`src/hdl/cpu_pkg.sv`:
```
// Opcode enum, instruction format, pipeline register structs, trace and load port types
package cpu_pkg;

   // Opcodes, any value not listed here is illegal
   typedef enum logic [4:0] {
      OP_HALT = 5'b00000,
      OP_NOP  = 5'b00001,
      OP_J    = 5'b00100,
      OP_ADDI = 5'b01000,
      OP_BEQZ = 5'b01100,
      OP_BNEZ = 5'b01101,
      OP_ST   = 5'b10000,
      OP_LD   = 5'b10001,
      OP_LBI  = 5'b11000,
      OP_ADD  = 5'b11011,
      OP_SUB  = 5'b11100,
      OP_XOR  = 5'b11101,
      OP_AND  = 5'b11110
   } opcode_e;

   typedef struct packed {
      opcode_e    op;
      logic [2:0] rs;
      logic [2:0] rt;
      logic [4:0] low;   // imm5, or rd in low[4:2] for R-type
   } instr_t;

   typedef struct packed {
      logic        valid;
      logic [15:0] pc;
      instr_t      instr;
   } if_id_t;

   typedef struct packed {
      logic        valid;
      logic [15:0] pc;
      opcode_e     op;
      logic [15:0] rdata_a;
      logic [15:0] rdata_b;
      logic [15:0] imm;    // Already sign extended
      logic [2:0]  rd;
      logic        reg_write;
      logic        mem_read;
      logic        mem_write;
      logic        halt;
   } id_ex_t;

   typedef struct packed {
      logic        valid;
      logic [15:0] alu;
      logic [15:0] st_data;
      logic [2:0]  rd;
      logic        reg_write;
      logic        mem_read;
      logic        mem_write;
      logic        halt;
   } ex_mem_t;

   typedef struct packed {
      logic        valid;
      logic [15:0] wdata;
      logic [2:0]  rd;
      logic        reg_write;
      logic        halt;
   } mem_wb_t;

   typedef struct packed {
      logic        valid;
      logic [2:0]  rd;
      logic [15:0] data;
   } wb_trace_t;

   typedef struct packed {
      logic        we;
      logic [15:0] addr;   // Word index
      instr_t      data;
   } imem_wr_t;

   typedef struct packed {
      logic       valid;
      logic [2:0] idx;
   } reg_dst_t;

endpackage

```
`src/hdl/decode.sv`:
```
// Decode with control decoding, register file, immediates, illegal opcode flag, ID/EX register
`default_nettype none
module decode (
   input  wire                 clk,
   input  wire                 rst_n,
   input  cpu_pkg::if_id_t     if_id,
   input  logic                stall,
   input  logic                redirect,
   input  cpu_pkg::wb_trace_t  wb,
   output cpu_pkg::id_ex_t     id_ex,
   output cpu_pkg::reg_dst_t   src_a,
   output cpu_pkg::reg_dst_t   src_b,
   output logic                err
);

   logic [15:0]     rf [8];
   cpu_pkg::instr_t ins;
   logic [15:0]     imm;
   logic [2:0]      rd;
   logic            use_a, use_b;
   logic            reg_write, mem_read, mem_write, halt, illegal;

   assign ins = if_id.instr;

   always_comb begin
      imm       = {{11{ins.low[4]}}, ins.low};   // imm5 by default
      rd        = ins.rt;
      use_a     = 1'b0;
      use_b     = 1'b0;
      reg_write = 1'b0;
      mem_read  = 1'b0;
      mem_write = 1'b0;
      halt      = 1'b0;
      illegal   = 1'b0;
      case (ins.op)
         cpu_pkg::OP_ADD, cpu_pkg::OP_SUB, cpu_pkg::OP_AND, cpu_pkg::OP_XOR: begin
            rd        = ins.low[4:2];
            use_a     = 1'b1;
            use_b     = 1'b1;
            reg_write = 1'b1;
         end
         cpu_pkg::OP_ADDI: begin
            use_a     = 1'b1;
            reg_write = 1'b1;
         end
         cpu_pkg::OP_LBI: begin
            imm       = {{8{ins.rt[2]}}, ins.rt, ins.low};
            rd        = ins.rs;
            reg_write = 1'b1;
         end
         cpu_pkg::OP_LD: begin
            use_a     = 1'b1;
            reg_write = 1'b1;
            mem_read  = 1'b1;
         end
         cpu_pkg::OP_ST: begin
            use_a     = 1'b1;
            use_b     = 1'b1;     // Store data comes from rt
            mem_write = 1'b1;
         end
         cpu_pkg::OP_BEQZ, cpu_pkg::OP_BNEZ: begin
            imm   = {{8{ins.rt[2]}}, ins.rt, ins.low};
            use_a = 1'b1;
         end
         cpu_pkg::OP_J:    imm = {{5{ins.rs[2]}}, ins.rs, ins.rt, ins.low};
         cpu_pkg::OP_NOP:  ;
         cpu_pkg::OP_HALT: halt = 1'b1;
         default:          illegal = 1'b1;   // Runs on as a NOP
      endcase
   end

   assign src_a = '{valid: if_id.valid & use_a, idx: ins.rs};
   assign src_b = '{valid: if_id.valid & use_b, idx: ins.rt};

   // Architectural registers start at zero
   always_ff @(posedge clk or negedge rst_n) begin
      if (!rst_n) begin
         for (int i = 0; i < 8; i++)
            rf[i] <= '0;
      end else if (wb.valid) begin
         rf[wb.rd] <= wb.data;
      end
   end

   always_ff @(posedge clk or negedge rst_n) begin
      if (!rst_n) begin
         id_ex <= '0;
         err   <= 1'b0;
      end else begin
         err <= err | (if_id.valid & illegal & ~redirect);
         if (redirect || stall || !if_id.valid) begin
            id_ex <= '0;          // Bubble
         end else begin
            id_ex.valid     <= 1'b1;
            id_ex.pc        <= if_id.pc;
            id_ex.op        <= illegal ? cpu_pkg::OP_NOP : ins.op;
            id_ex.rdata_a   <= rf[ins.rs];
            id_ex.rdata_b   <= rf[ins.rt];
            id_ex.imm       <= imm;
            id_ex.rd        <= rd;
            id_ex.reg_write <= reg_write;
            id_ex.mem_read  <= mem_read;
            id_ex.mem_write <= mem_write;
            id_ex.halt      <= halt;
         end
      end
   end

endmodule
`default_nettype wire

```
`config.mk`:
```
export PLATFORM = sky130hd
export DESIGN_NAME = decode
export DESIGN_NICKNAME = d
export VERILOG_FILES = /design/src/hdl/cpu_pkg.sv /design/src/hdl/decode.sv
export SDC_FILE = /design/constraint.sdc
export NUM_CORES = 1
export LEC_CHECK = 0
export ABC_AREA = 1
export BUFFER_PORTS_ARGS = -buffer_cell sky130_fd_sc_hd__clkbuf_2
export CAP_MARGIN = 20
export CORE_AREA = 2 2 142 144
export CTS_CLUSTER_SIZE = 12
export DETAILED_ROUTE_END_ITERATION = 6
export DIE_AREA = 0 0 144 146
export HOLD_SLACK_MARGIN = 0.15
export PLACE_DENSITY = 0.72
export SETUP_SLACK_MARGIN = 0.02
export SLEW_MARGIN = 40
export SYNTH_ARGS = -nofsm -noshare
export SYNTH_HDL_FRONTEND = slang
export SYNTH_SLANG_ARGS = --single-unit
```
`constraint.sdc`:
```
create_clock -name clk -period 1.14 [get_ports clk]
set_input_delay 0.114 -clock clk [delete_from_list [all_inputs] [get_ports clk]]
set_output_delay 0.114 -clock clk [all_outputs]
set_load 0.01 [all_outputs]
```
Word level (Yosys, flattened, before mapping)
Cells that the tools add are included.
- bits in registers: 206
- output and inout bits: 86
- logic and storage cells: 76
- bitwise gates (word level): 9
- reduce and logical (&&, ||, !) cells: 11
- equality and inequality tests: 12
- muxes and demuxes: 20
- order comparisons: 4
- operators with widths (kind ; number):
    128-bit bitwise mux ; 1
    16-bit binary-select mux with 3-bit select ; 2
    16-bit 2-to-1 mux ; 5
    77-bit 2-to-1 mux ; 1
    16-bit demux with 3-bit select ; 1
    5-bit == test (second input constant) ; 7
    16-bit one-hot mux with 2 select lines ; 1
    5-bit by 4-bit == test with 1-bit output (second input constant) ; 3
    13-bit OR reduction ; 1
    4-bit >= comparator (second input constant) ; 3
    3-bit inverter with 4-bit output ; 3
    9-bit OR reduction ; 1
    1-bit 2-to-1 mux ; 7
    7-bit OR reduction ; 1
    3-bit one-hot mux with 2 select lines ; 1
    5-bit by 1-bit == test with 1-bit output (second input constant) ; 1
    5-bit by 3-bit == test with 1-bit output (second input constant) ; 1
    5-bit logical NOT ; 1
    5-bit 2-to-1 mux ; 1
    5-bit OR reduction ; 1
    1-bit bitwise AND ; 4
    4-bit by 1-bit < comparator with 1-bit output (second input constant) ; 1
    4-bit OR reduction ; 1
    3-bit OR reduction ; 1
    other kinds (5) ; 6

Logic depth before layout (Yosys ltp)
Gate-level depths: netlist of run 1.
- depth after elaboration: 6
- depth in mapped cells: 9

Worst setup path after synthesis of run 1
No wires, ideal clock.
- kind: in2reg
- start point: input port if_id[8] (netlist name)
- end point: register id_ex[45] (netlist name)
- setup slack: 110 ps
- data required time: 1021 ps
- arrival: 911 ps
- setup time: 119 ps
- stages on the path: 8
- buffers on the path: 3
- cell sequence: buf_2 > inv_1 > buf_4 > buf_6 > nand2_1 > o21ai_0 > a21oi_1 > nor2_1
- longest elaborated chain between the ends: 5
- RTL lines (element ; line ; text):
    start: declaration ; decode.sv:6 ; input cpu_pkg::if_id_t if_id,
    3-bit inverter with 4-bit output (implied by the code) ; decode.sv:97 ; id_ex.rdata_a <= rf[ins.rs];
    16-bit binary-select mux with 3-bit select ; decode.sv:97 ;
    16-bit 2-to-1 mux (implied by the code) (2 in a row) ; decode.sv:97 ;
    77-bit 2-to-1 mux ; decode.sv:91 ; if (redirect || stall || !if_id.valid) begin
    end: declaration ; decode.sv:10 ; output cpu_pkg::id_ex_t id_ex,
No other way between the ends. The select of a mux whose other input is x is not followed.
A chain may end at the register's enable or synchronous reset.

==> results.cfg, run 1 <==
[run_status]
outcome = complete, but fails checks
violations = setup timing

[die]
initial_core_util = 0.493
pin_count = 143
die-area_um2 = 21000
fp-row-count = 51
core_um2 = 19300
die_h_um = 146
die_x_um = 144

[setup_path]
slowest_delay_ps = 260
cp_cell_sequence = buf_8, inv_6, nand2_4, nor3_2, nand2_1, nand2_1, nor2_1, a21oi_1, buf_2
crit_buf_inv = 3
slowest_stage = nor3_2
cp_max_fo = 4
required_ps = 1030
critPathKind = primary input to output pin
crit_top_cell = nand2_1
arrival_ps = 1180
worstSetupEndpointType = output pin
cp_top_family = simple AND/OR/NAND/NOR gates
crit_path_start_kind = primary input

[timing]
fin_setup_tns_ps = -809
max-slew-margin-rel = 0.770
rsz0062_at_grt = true
timing.fmax_mhz = 773
skew_ps = 15.1
fin_crit_ps = 1290
finalWorstSetupSlack_ps = -154
tightest_slew_ps = 345
finalMaxSlewViolations = 0
hold_viol = 0
min_period_over_period = 1.14
finalSetupViolations = 23

[global_route]
grt_usage = 0.270
antenna_found_initial = 0
grt_pass1_wl_mm = 45.1
grt_max_degree = 43
overflow = 0
grt_pass1_vias = 8824

[cells_and_area]
nets = 1443
diodes = 0
fin_cells = 1666
regArea_um2 = 5030
layout-drive-gt1-share = 0.190
fillerInstances = 1579
synthToLayoutAreaGrowth_pct = 29.4
stdcell_area_um2 = 12300
multi_input_area_um2 = 3670

[drt]
viasPerCell = 5.44
routed_wl_mm = 29.1
ant_nets = 0
vias = 9071
drc = 0
wire_per_inst_um = 17.5
first_pass_iters = 6
drt_iter0_markers = 768

[placement]
gp_congestion = 0.886
placed_area_um2 = 10900
dp.cells = 1567
dp_hpwl_mm = 17.9
post-place-ws_ps = -109
portBuffers = 142

[clock_tree]
ctsHtreeMaxLevel = 1
clock_sinks = 201
cts_tree = done
path_clk_slew_ps = 60
cts_max_path_buffers = 3
root_buffer = clkbuf_16
cts_buffers = 22
clk-insertion-delay-late_ps = 510
ctsHoldBuffers = 56

[logic_synthesis]
ys_top_cells_by_count = o21ai_0 (257), nand2_1 (240), dfrtp_1 (201)
synth_area_leaders = dfrtp_1 (53%), o21ai_0 (13%), nand2_1 (9.4%)
synth_fp_nets = 1242
synth-main-ff-cell = dfrtp_1
synth_top_area_frac = 0.527
synth_edf_count = 0
synthesis.area_um2 = 9540
yosysMostFrequentCell = o21ai_0
ys_types = 31
ys_warn_count = 0
async_flop_share = 1.00
syn_inst = 1185
seq_area_frac_synth = 0.527
synth-seq-cells = 201
synth_area_per_cell_um2 = 8.05
yosys.area.top_type = dfrtp_1

[power]
ir_drop_v = 0.000939
power_uw = 18800
p_leak_uw = 0.00617
powerDensity_nw_per_um2 = 1520

[worst_hold_path]
hold_class = primary input to async pin

[job]
max_cap_violations = 0
-- layout by cell type, fill, tap and decap left out, types with 21 or more instances in the layout --
master / count
a21oi_1: 67
buf_12: 21
buf_4: 49
clkbuf_16: 23
clkbuf_2: 111
dfrtp_1: 200
dlygate4sd3_1: 55
inv_1: 104
nand2_1: 237
nand3_1: 38
nor2_1: 123
o211ai_1: 32
o21ai_0: 257
-- flip-flops by register name, indices dropped and copies added, names as in the netlist --
register	count
id_ex	72
err	1
rf	128
-- report_power, final --
part	internal [uW]	switching (uW)
Sequential	8070	591
Clock	4180	2770
Combinational	1310	1880
-- metrics by stage --
stage	hold slack [ps]	utilization
3_5_place_dp	53.7	0.563
6_report	82.1	0.638
5_1_grt	101	0.638
2_1_floorplan	-182	-
3_3_place_gp	53.6	0.563
4_1_cts	85.5	0.629
-- layer usage --
metal	track usage	vias up	wire length (um)
met5	0	-	0
met4	0.111	0	1230
met3	0.0464	81	2320
met2	0.464	418	14200
met1	0.336	4322	11400
li1	-	4250	-
-- timing repair --
action                                 in CTS  in global routing
endpoints found under the hold margin     402                 28
setup endpoints to repair                  50                 82
gates resized for setup                     3                 69
setup buffers                               0                  4
pin swaps                                   1                  8
gates cloned                                0                  0
-- logic make-up after synthesis --
family,count (synthesis),share of synthesized area
simple gates,418,0.179
compound gates,364,0.202
flops,201,0.527
buf+inv,202,0.0922
-- path summary, 6_finish.rpt --
path | from | to | slack (ps) | cells after the start
setup / recovery | if_id[14] | src_a[3] | -150 | 9
hold / removal | rst_n | id_ex[62] | 80 | 2
setup reg to reg | rf[37] | id_ex[44] | 140 | 6
hold reg to reg | rf[39] | rf[39] | 480 | 2
max in group asynchronous | rst_n | rf[16] | 500 | 3
min in group clk | redirect | id_ex[76] | 120 | 4
-- final cells by class --
| cell class | count | area share |
|---|---|---|
| Inverter | 112 | 0.0347 |
| Tap cell | 265 | 0.0269 |
| Sequential cell | 201 | 0.408 |
| Clock inverter | 3 | 0.00324 |
| Multi-Input combinational cell | 782 | 0.297 |
| Clock buffer | 36 | 0.0538 |
| Timing Repair Buffer | 267 | 0.177 |
Power figures use the tool's default switching activity.
==> run 2, diff against run 1 <==
--- a/config.mk
+++ b/config.mk
@@ -19,3 +19,4 @@
 export SYNTH_ARGS = -nofsm -noshare
 export SYNTH_HDL_FRONTEND = slang
 export SYNTH_SLANG_ARGS = --single-unit
+export TNS_END_PERCENT = 10
==> results.cfg, run 2 (same netlist as run 1, synthesis figures left out) <==
[placement]
portBuffers = 142
gp_congestion = 0.886
placed_area_um2 = 10900
post-place-ws_ps = -109
dp_hpwl_mm = 17.9

[setup_path]
cp_cell_sequence = buf_8, inv_4, nand2_4, nor3_2, nand2_1, nand2_1, nor2_1, a21oi_1, buf_2
crit_buf_inv = 3
slowest_stage = nor3_2
ff2ff_setup_slack_ps = 140
rr_worst_depth = 4
crit_top_cell = nand2_1
critPathKind = primary input to output pin
cp_max_fo = 6
worstReg2RegStart = rf[23]
r2r_end = id_ex[30]
cp_top_family = simple AND/OR/NAND/NOR gates
arrival_ps = 1160
crit_path_start_kind = primary input
required_ps = 1030
worstSetupEndpointType = output pin
slowest_delay_ps = 250

[clock_tree]
path_clk_slew_ps = 60
clock_sinks = 201
cts_tree = done
root_buffer = clkbuf_16
ctsHoldBuffers = 56
ctsHtreeMaxLevel = 1
cts_max_path_buffers = 3
clk-insertion-delay-late_ps = 510
cts_buffers = 22

[timing]
timing.fmax_mhz = 786
min_period_over_period = 1.12
skew_ps = 14.5
tightest_slew_ps = 346
finalWorstSetupSlack_ps = -132
fin_crit_ps = 1270
hold_viol = 0
max-slew-margin-rel = 0.769
finalMaxSlewViolations = 0
rsz0062_at_grt = true
finalSetupViolations = 24

[cells_and_area]
layout-drive-gt1-share = 0.190
final_common_cell = o21ai_0
synthToLayoutAreaGrowth_pct = 28.5
layout_common_cells = o21ai_0 (257), nand2_1 (237), dfrtp_1 (200), nor2_1 (123), clkbuf_2 (122)
largest_reg_flops = 128
fin_util = 0.634
fillerInstances = 1603
top_register = rf
diodes = 0
stdcell_area_um2 = 12300
top_regs = rf: 128 flops, id_ex: 72 flops, err: 1 flops
nets = 1443

[drt]
wire_per_inst_um = 17.5
first_pass_iters = 5
vias = 9092
ant_nets = 0
routed_wl_mm = 29.2
drt_iter0_markers = 834
viasPerCell = 5.46
drc = 0

[global_route]
grt_pass1_vias = 8824
grt_max_degree = 43
grt_usage = 0.270
antenna_found_initial = 0
overflow = 0
grt_pass1_wl_mm = 45.1

[power]
ir_drop_v = 0.000943
p_leak_uw = 0.00615
powerDensity_nw_per_um2 = 1530

[die]
die-area_um2 = 21000
core_um2 = 19300
die_h_um = 146
die_x_um = 144
initial_core_util = 0.493
fp-row-count = 51
pin_count = 143

[run_status]
outcome = complete, but fails checks
violations = setup timing

[job]
max_cap_violations = 0

[worst_hold_path]
hold_class = primary input to async pin
==> run 2: layout make-up <==
class / count / area [um2] / area share
clock buffer: 36 / 664 / 0.0542
clock inverter: 3 / 40.0 / 0.00327
inverter: 112 / 428 / 0.0349
multi-input combinational: 782 / 3670 / 0.299
sequential: 201 / 5030 / 0.410
tap: 265 / 332 / 0.0270
timing repair buffer: 267 / 2100 / 0.171
==> run 2: worst max path at each step <==
| stage | start | endpoint | slack, ps | cells past startpoint |
|---|---|---|---|---|
| after floorplan | if_id[8] | id_ex[45] | 110 | 8 |
| after global placement | if_id[32] | id_ex[33] | -50 | 7 |
| after detailed placement | if_id[32] | id_ex[6] | -110 | 7 |
| after CTS | id_ex[21] | id_ex[17] | -80 | 1 |
| after global routing | if_id[13] | src_a[3] | -230 | 9 |
| final | if_id[13] | src_a[3] | -130 | 9 |
==> run 2: through the flow <==
stage	power (uW)	cells	hold WS (ps)	setup TNS, ps
final	18800	1666	78.6	-895
after global routing	19800	1666	99.0	-2080
after CTS	18800	1662	85.5	-887
after detailed placement	11700	1567	53.7	-2090
after global placement	11600	1567	53.6	-446
after floorplan	10500	1185	-182	0
==> run 2: timing repair <==
action,in CTS,in global routing
endpoints found under the hold margin,402,28
resized for setup,3,40
buffers inserted,0,4
pin swaps,1,8
setup endpoints to repair,50,82
==> run 2: metal layers <==
metal  global-route usage  wire length, um  vias up
met5                    0                0        -
met4                0.111             1330        0
met3               0.0464             2300       84
met2                0.464            14200      410
met1                0.336            11400     4352
li1                     -                -     4246
==> run 2: worst register-to-register path: cells and delay by family, from the launching register on <==
kind / cells / cell delay (ps)
compound gates: 1 / 190
simple gates: 3 / 310
flops: 1 / 390
==> run 2: power by group <==
| group | leakage (uW) | internal (uW) | switching (uW) |
|---|---|---|---|
| clock | 0.000345 | 4180 | 2780 |
| sequential | 0.00260 | 8070 | 592 |
| combinational | 0.00321 | 1300 | 1890 |
| total | 0.00615 | 13600 | 5260 |
==> run 3, diff against run 2 <==
--- a/config.mk
+++ b/config.mk
@@ -5,15 +5,15 @@
 export SDC_FILE = /design/constraint.sdc
 export NUM_CORES = 1
 export LEC_CHECK = 0
-export ABC_AREA = 1
+export ABC_AREA = 0
 export BUFFER_PORTS_ARGS = -buffer_cell sky130_fd_sc_hd__clkbuf_2
 export CAP_MARGIN = 20
-export CORE_AREA = 2 2 142 144
+export CORE_AREA = 2 2 141 143
 export CTS_CLUSTER_SIZE = 12
 export DETAILED_ROUTE_END_ITERATION = 6
-export DIE_AREA = 0 0 144 146
+export DIE_AREA = 0 0 143 145
 export HOLD_SLACK_MARGIN = 0.15
-export PLACE_DENSITY = 0.72
+export PLACE_DENSITY = 0.73
 export SETUP_SLACK_MARGIN = 0.02
 export SLEW_MARGIN = 40
 export SYNTH_ARGS = -nofsm -noshare
==> results.cfg, run 3 <==
[setup_path]
crit_buf_inv = 0
arrival_ps = 1650
cp_max_fo = 3
crit_path_start_kind = register
required_ps = 1520
slowest_stage = mux4_2
critPathKind = register to register
cp_top_family = multiplexers
worstSetupEndpointType = register
ff2ff_setup_slack_ps = -130
slowest_delay_ps = 470
cp_cell_sequence = mux4_2, mux2i_2, nor2_1

[cells_and_area]
largest_reg_flops = 128
fin_cells = 1128
diodes = 0
fin_util = 0.642
final_common_cell = dfrtp_1
synthToLayoutAreaGrowth_pct = 30.2
top_regs = rf: 128 flops, id_ex: 72 flops, err: 1 flops
layout-drive-gt1-share = 0.531
layout_common_cells = dfrtp_1 (200), mux2_2 (117), clkbuf_2 (107), mux4_2 (64), dlygate4sd3_1 (48)
top_register = rf
stdcell_area_um2 = 12300
nets = 908

[drt]
wl_met2_mm = 12.1
drt-met1-wl_mm = 9.17
wl_met3_mm = 1.08
highest-signal-layer = met4
vias = 6281
wire_per_inst_um = 20.5
viasPerCell = 5.57
ant_nets = 0
routed_wl_mm = 23.1
drc = 0
first_pass_iters = 4
drt_iter0_markers = 336

[logic_synthesis]
ys_types = 48
synth_top_area_frac = 0.531
synth_fp_nets = 678
syn_inst = 621
ys_warn_count = 0
synth_area_per_cell_um2 = 15.3
ys_top_cells_by_count = dfrtp_1 (201), mux2_2 (117), mux4_2 (64)
yosysMostFrequentCell = dfrtp_1
synth-main-ff-cell = dfrtp_1
async_flop_share = 1.00
yosys.area.top_type = dfrtp_1
synth_edf_count = 0
synth-seq-cells = 201
synth_area_leaders = dfrtp_1 (53%), mux4_2 (15%), mux2_2 (14%)
synthesis.area_um2 = 9470
seq_area_frac_synth = 0.531

[clock_tree]
ctsHtreeMaxLevel = 1
cts_max_path_buffers = 3
clock_sinks = 201
path_clk_slew_ps = 60
cts_buffers = 22
cts_tree = done
root_buffer = clkbuf_16
clk-insertion-delay-late_ps = 500

[global_route]
grt_usage = 0.228
antenna_found_initial = 0
grt_max_degree = 52
overflow = 0
grt_pass1_wl_mm = 36.8
grt_pass1_vias = 6888

[timing]
skew_ps = 7.61
max-slew-margin-rel = 0.627
finalSetupViolations = 43
tightest_slew_ps = 559
timing.fmax_mhz = 790
fin_crit_ps = 1270
finalMaxSlewViolations = 0
min_period_over_period = 1.11
finalWorstSetupSlack_ps = -126
rsz0062_at_grt = true
hold_viol = 0

[placement]
placed_area_um2 = 11000
dp_hpwl_mm = 14.8
post-place-ws_ps = -308
gp_congestion = 0.867
portBuffers = 142
dp.cells = 1037

[worst_hold_path]
hold_class = primary input to register

[die]
die-area_um2 = 20700
die_x_um = 143
die_h_um = 145
core_um2 = 19200
initial_core_util = 0.493
fp-row-count = 51
pin_count = 143

[run_status]
outcome = complete, but fails checks
violations = setup timing

[power]
p_sw_uw = 4890
powerDensity_nw_per_um2 = 1590
p_int_uw = 14800
p_leak_uw = 0.00574
ir_drop_v = 0.000963
switching_share = 0.248
p_seq_frac = 0.461
power_frac_clock = 0.343
pwr-share-comb = 0.197

[job]
max_cap_violations = 0
==> run 3: repair_timing <==
item | in CTS | in global routing
gates resized for setup | 10 | 51
setup buffers | 3 | 1
pin swaps | 2 | 3
endpoints found under the setup margin | 66 | 105
hold buffers | 50 | 1
hold endpoints to repair | 374 | 31
==> run 3: area by class of cell <==
type / instances / area, um2
fill: 1344 / 6870
timing repair buffer: 263 / 2140
clock buffer: 31 / 636
tap: 265 / 332
multi-input combinational: 360 / 4140
clock inverter: 5 / 50.0
sequential: 201 / 5030
inverter: 3 / 11.3
==> run 3: power by group through the flow <==
stage / logic (uW) / clock network [uW] / registers, uW
2_1_floorplan: 2590 / 0 / 8880
3_3_place_gp: 3480 / 0 / 9020
3_5_place_dp: 3640 / 0 / 9150
4_1_cts: 3860 / 6900 / 9030
5_1_grt: 4150 / 7190 / 9190
6_report: 3870 / 6740 / 9060
==> run 3: per-stage QoR <==
step	hold slack, ps	setup TNS (ps)	power, uW
2_1_floorplan	-182	-14850	11500
3_3_place_gp	31.6	-25810	12500
3_5_place_dp	38.5	-30880	12800
4_1_cts	-64.1	-3270	19800
5_1_grt	42.2	-3790	20500
6_report	32.8	-1970	19700
==> run 3: worst paths after layout <==
| check | start | to | cells past startpoint |
|---|---|---|---|
| max | rf[39] | id_ex[46] | 3 |
| min | stall | id_ex[21] | 3 |
| max reg2reg | rf[39] | id_ex[46] | 3 |
| min reg2reg | err | err | 1 |
| max in group asynchronous | rst_n | id_ex[21] | 3 |
| min in group asynchronous | rst_n | rf[45] | 2 |
==> run 3: routing by layer <==
layer / global-route usage / vias up
met5: 0 / -
met4: 0.0837 / 0
met3: 0.0290 / 69
met2: 0.402 / 223
met1: 0.285 / 3243
li1: - / 2746
==> run 3: worst reg2reg max path: cells and delay by family, from the launching register on <==
family | cells | cell delay (ps)
DFF | 1 | 410
muxes | 2 | 680
and+or+nand+nor | 1 | 70
==> run 3: logic make-up after synthesis <==
kind of cell    count (synthesis)  share of synthesized area
buf+inv                        60                     0.0386
compound gates                 28                     0.0201
mux                           224                      0.342
simple gates                  108                     0.0684
flops                         201                      0.531
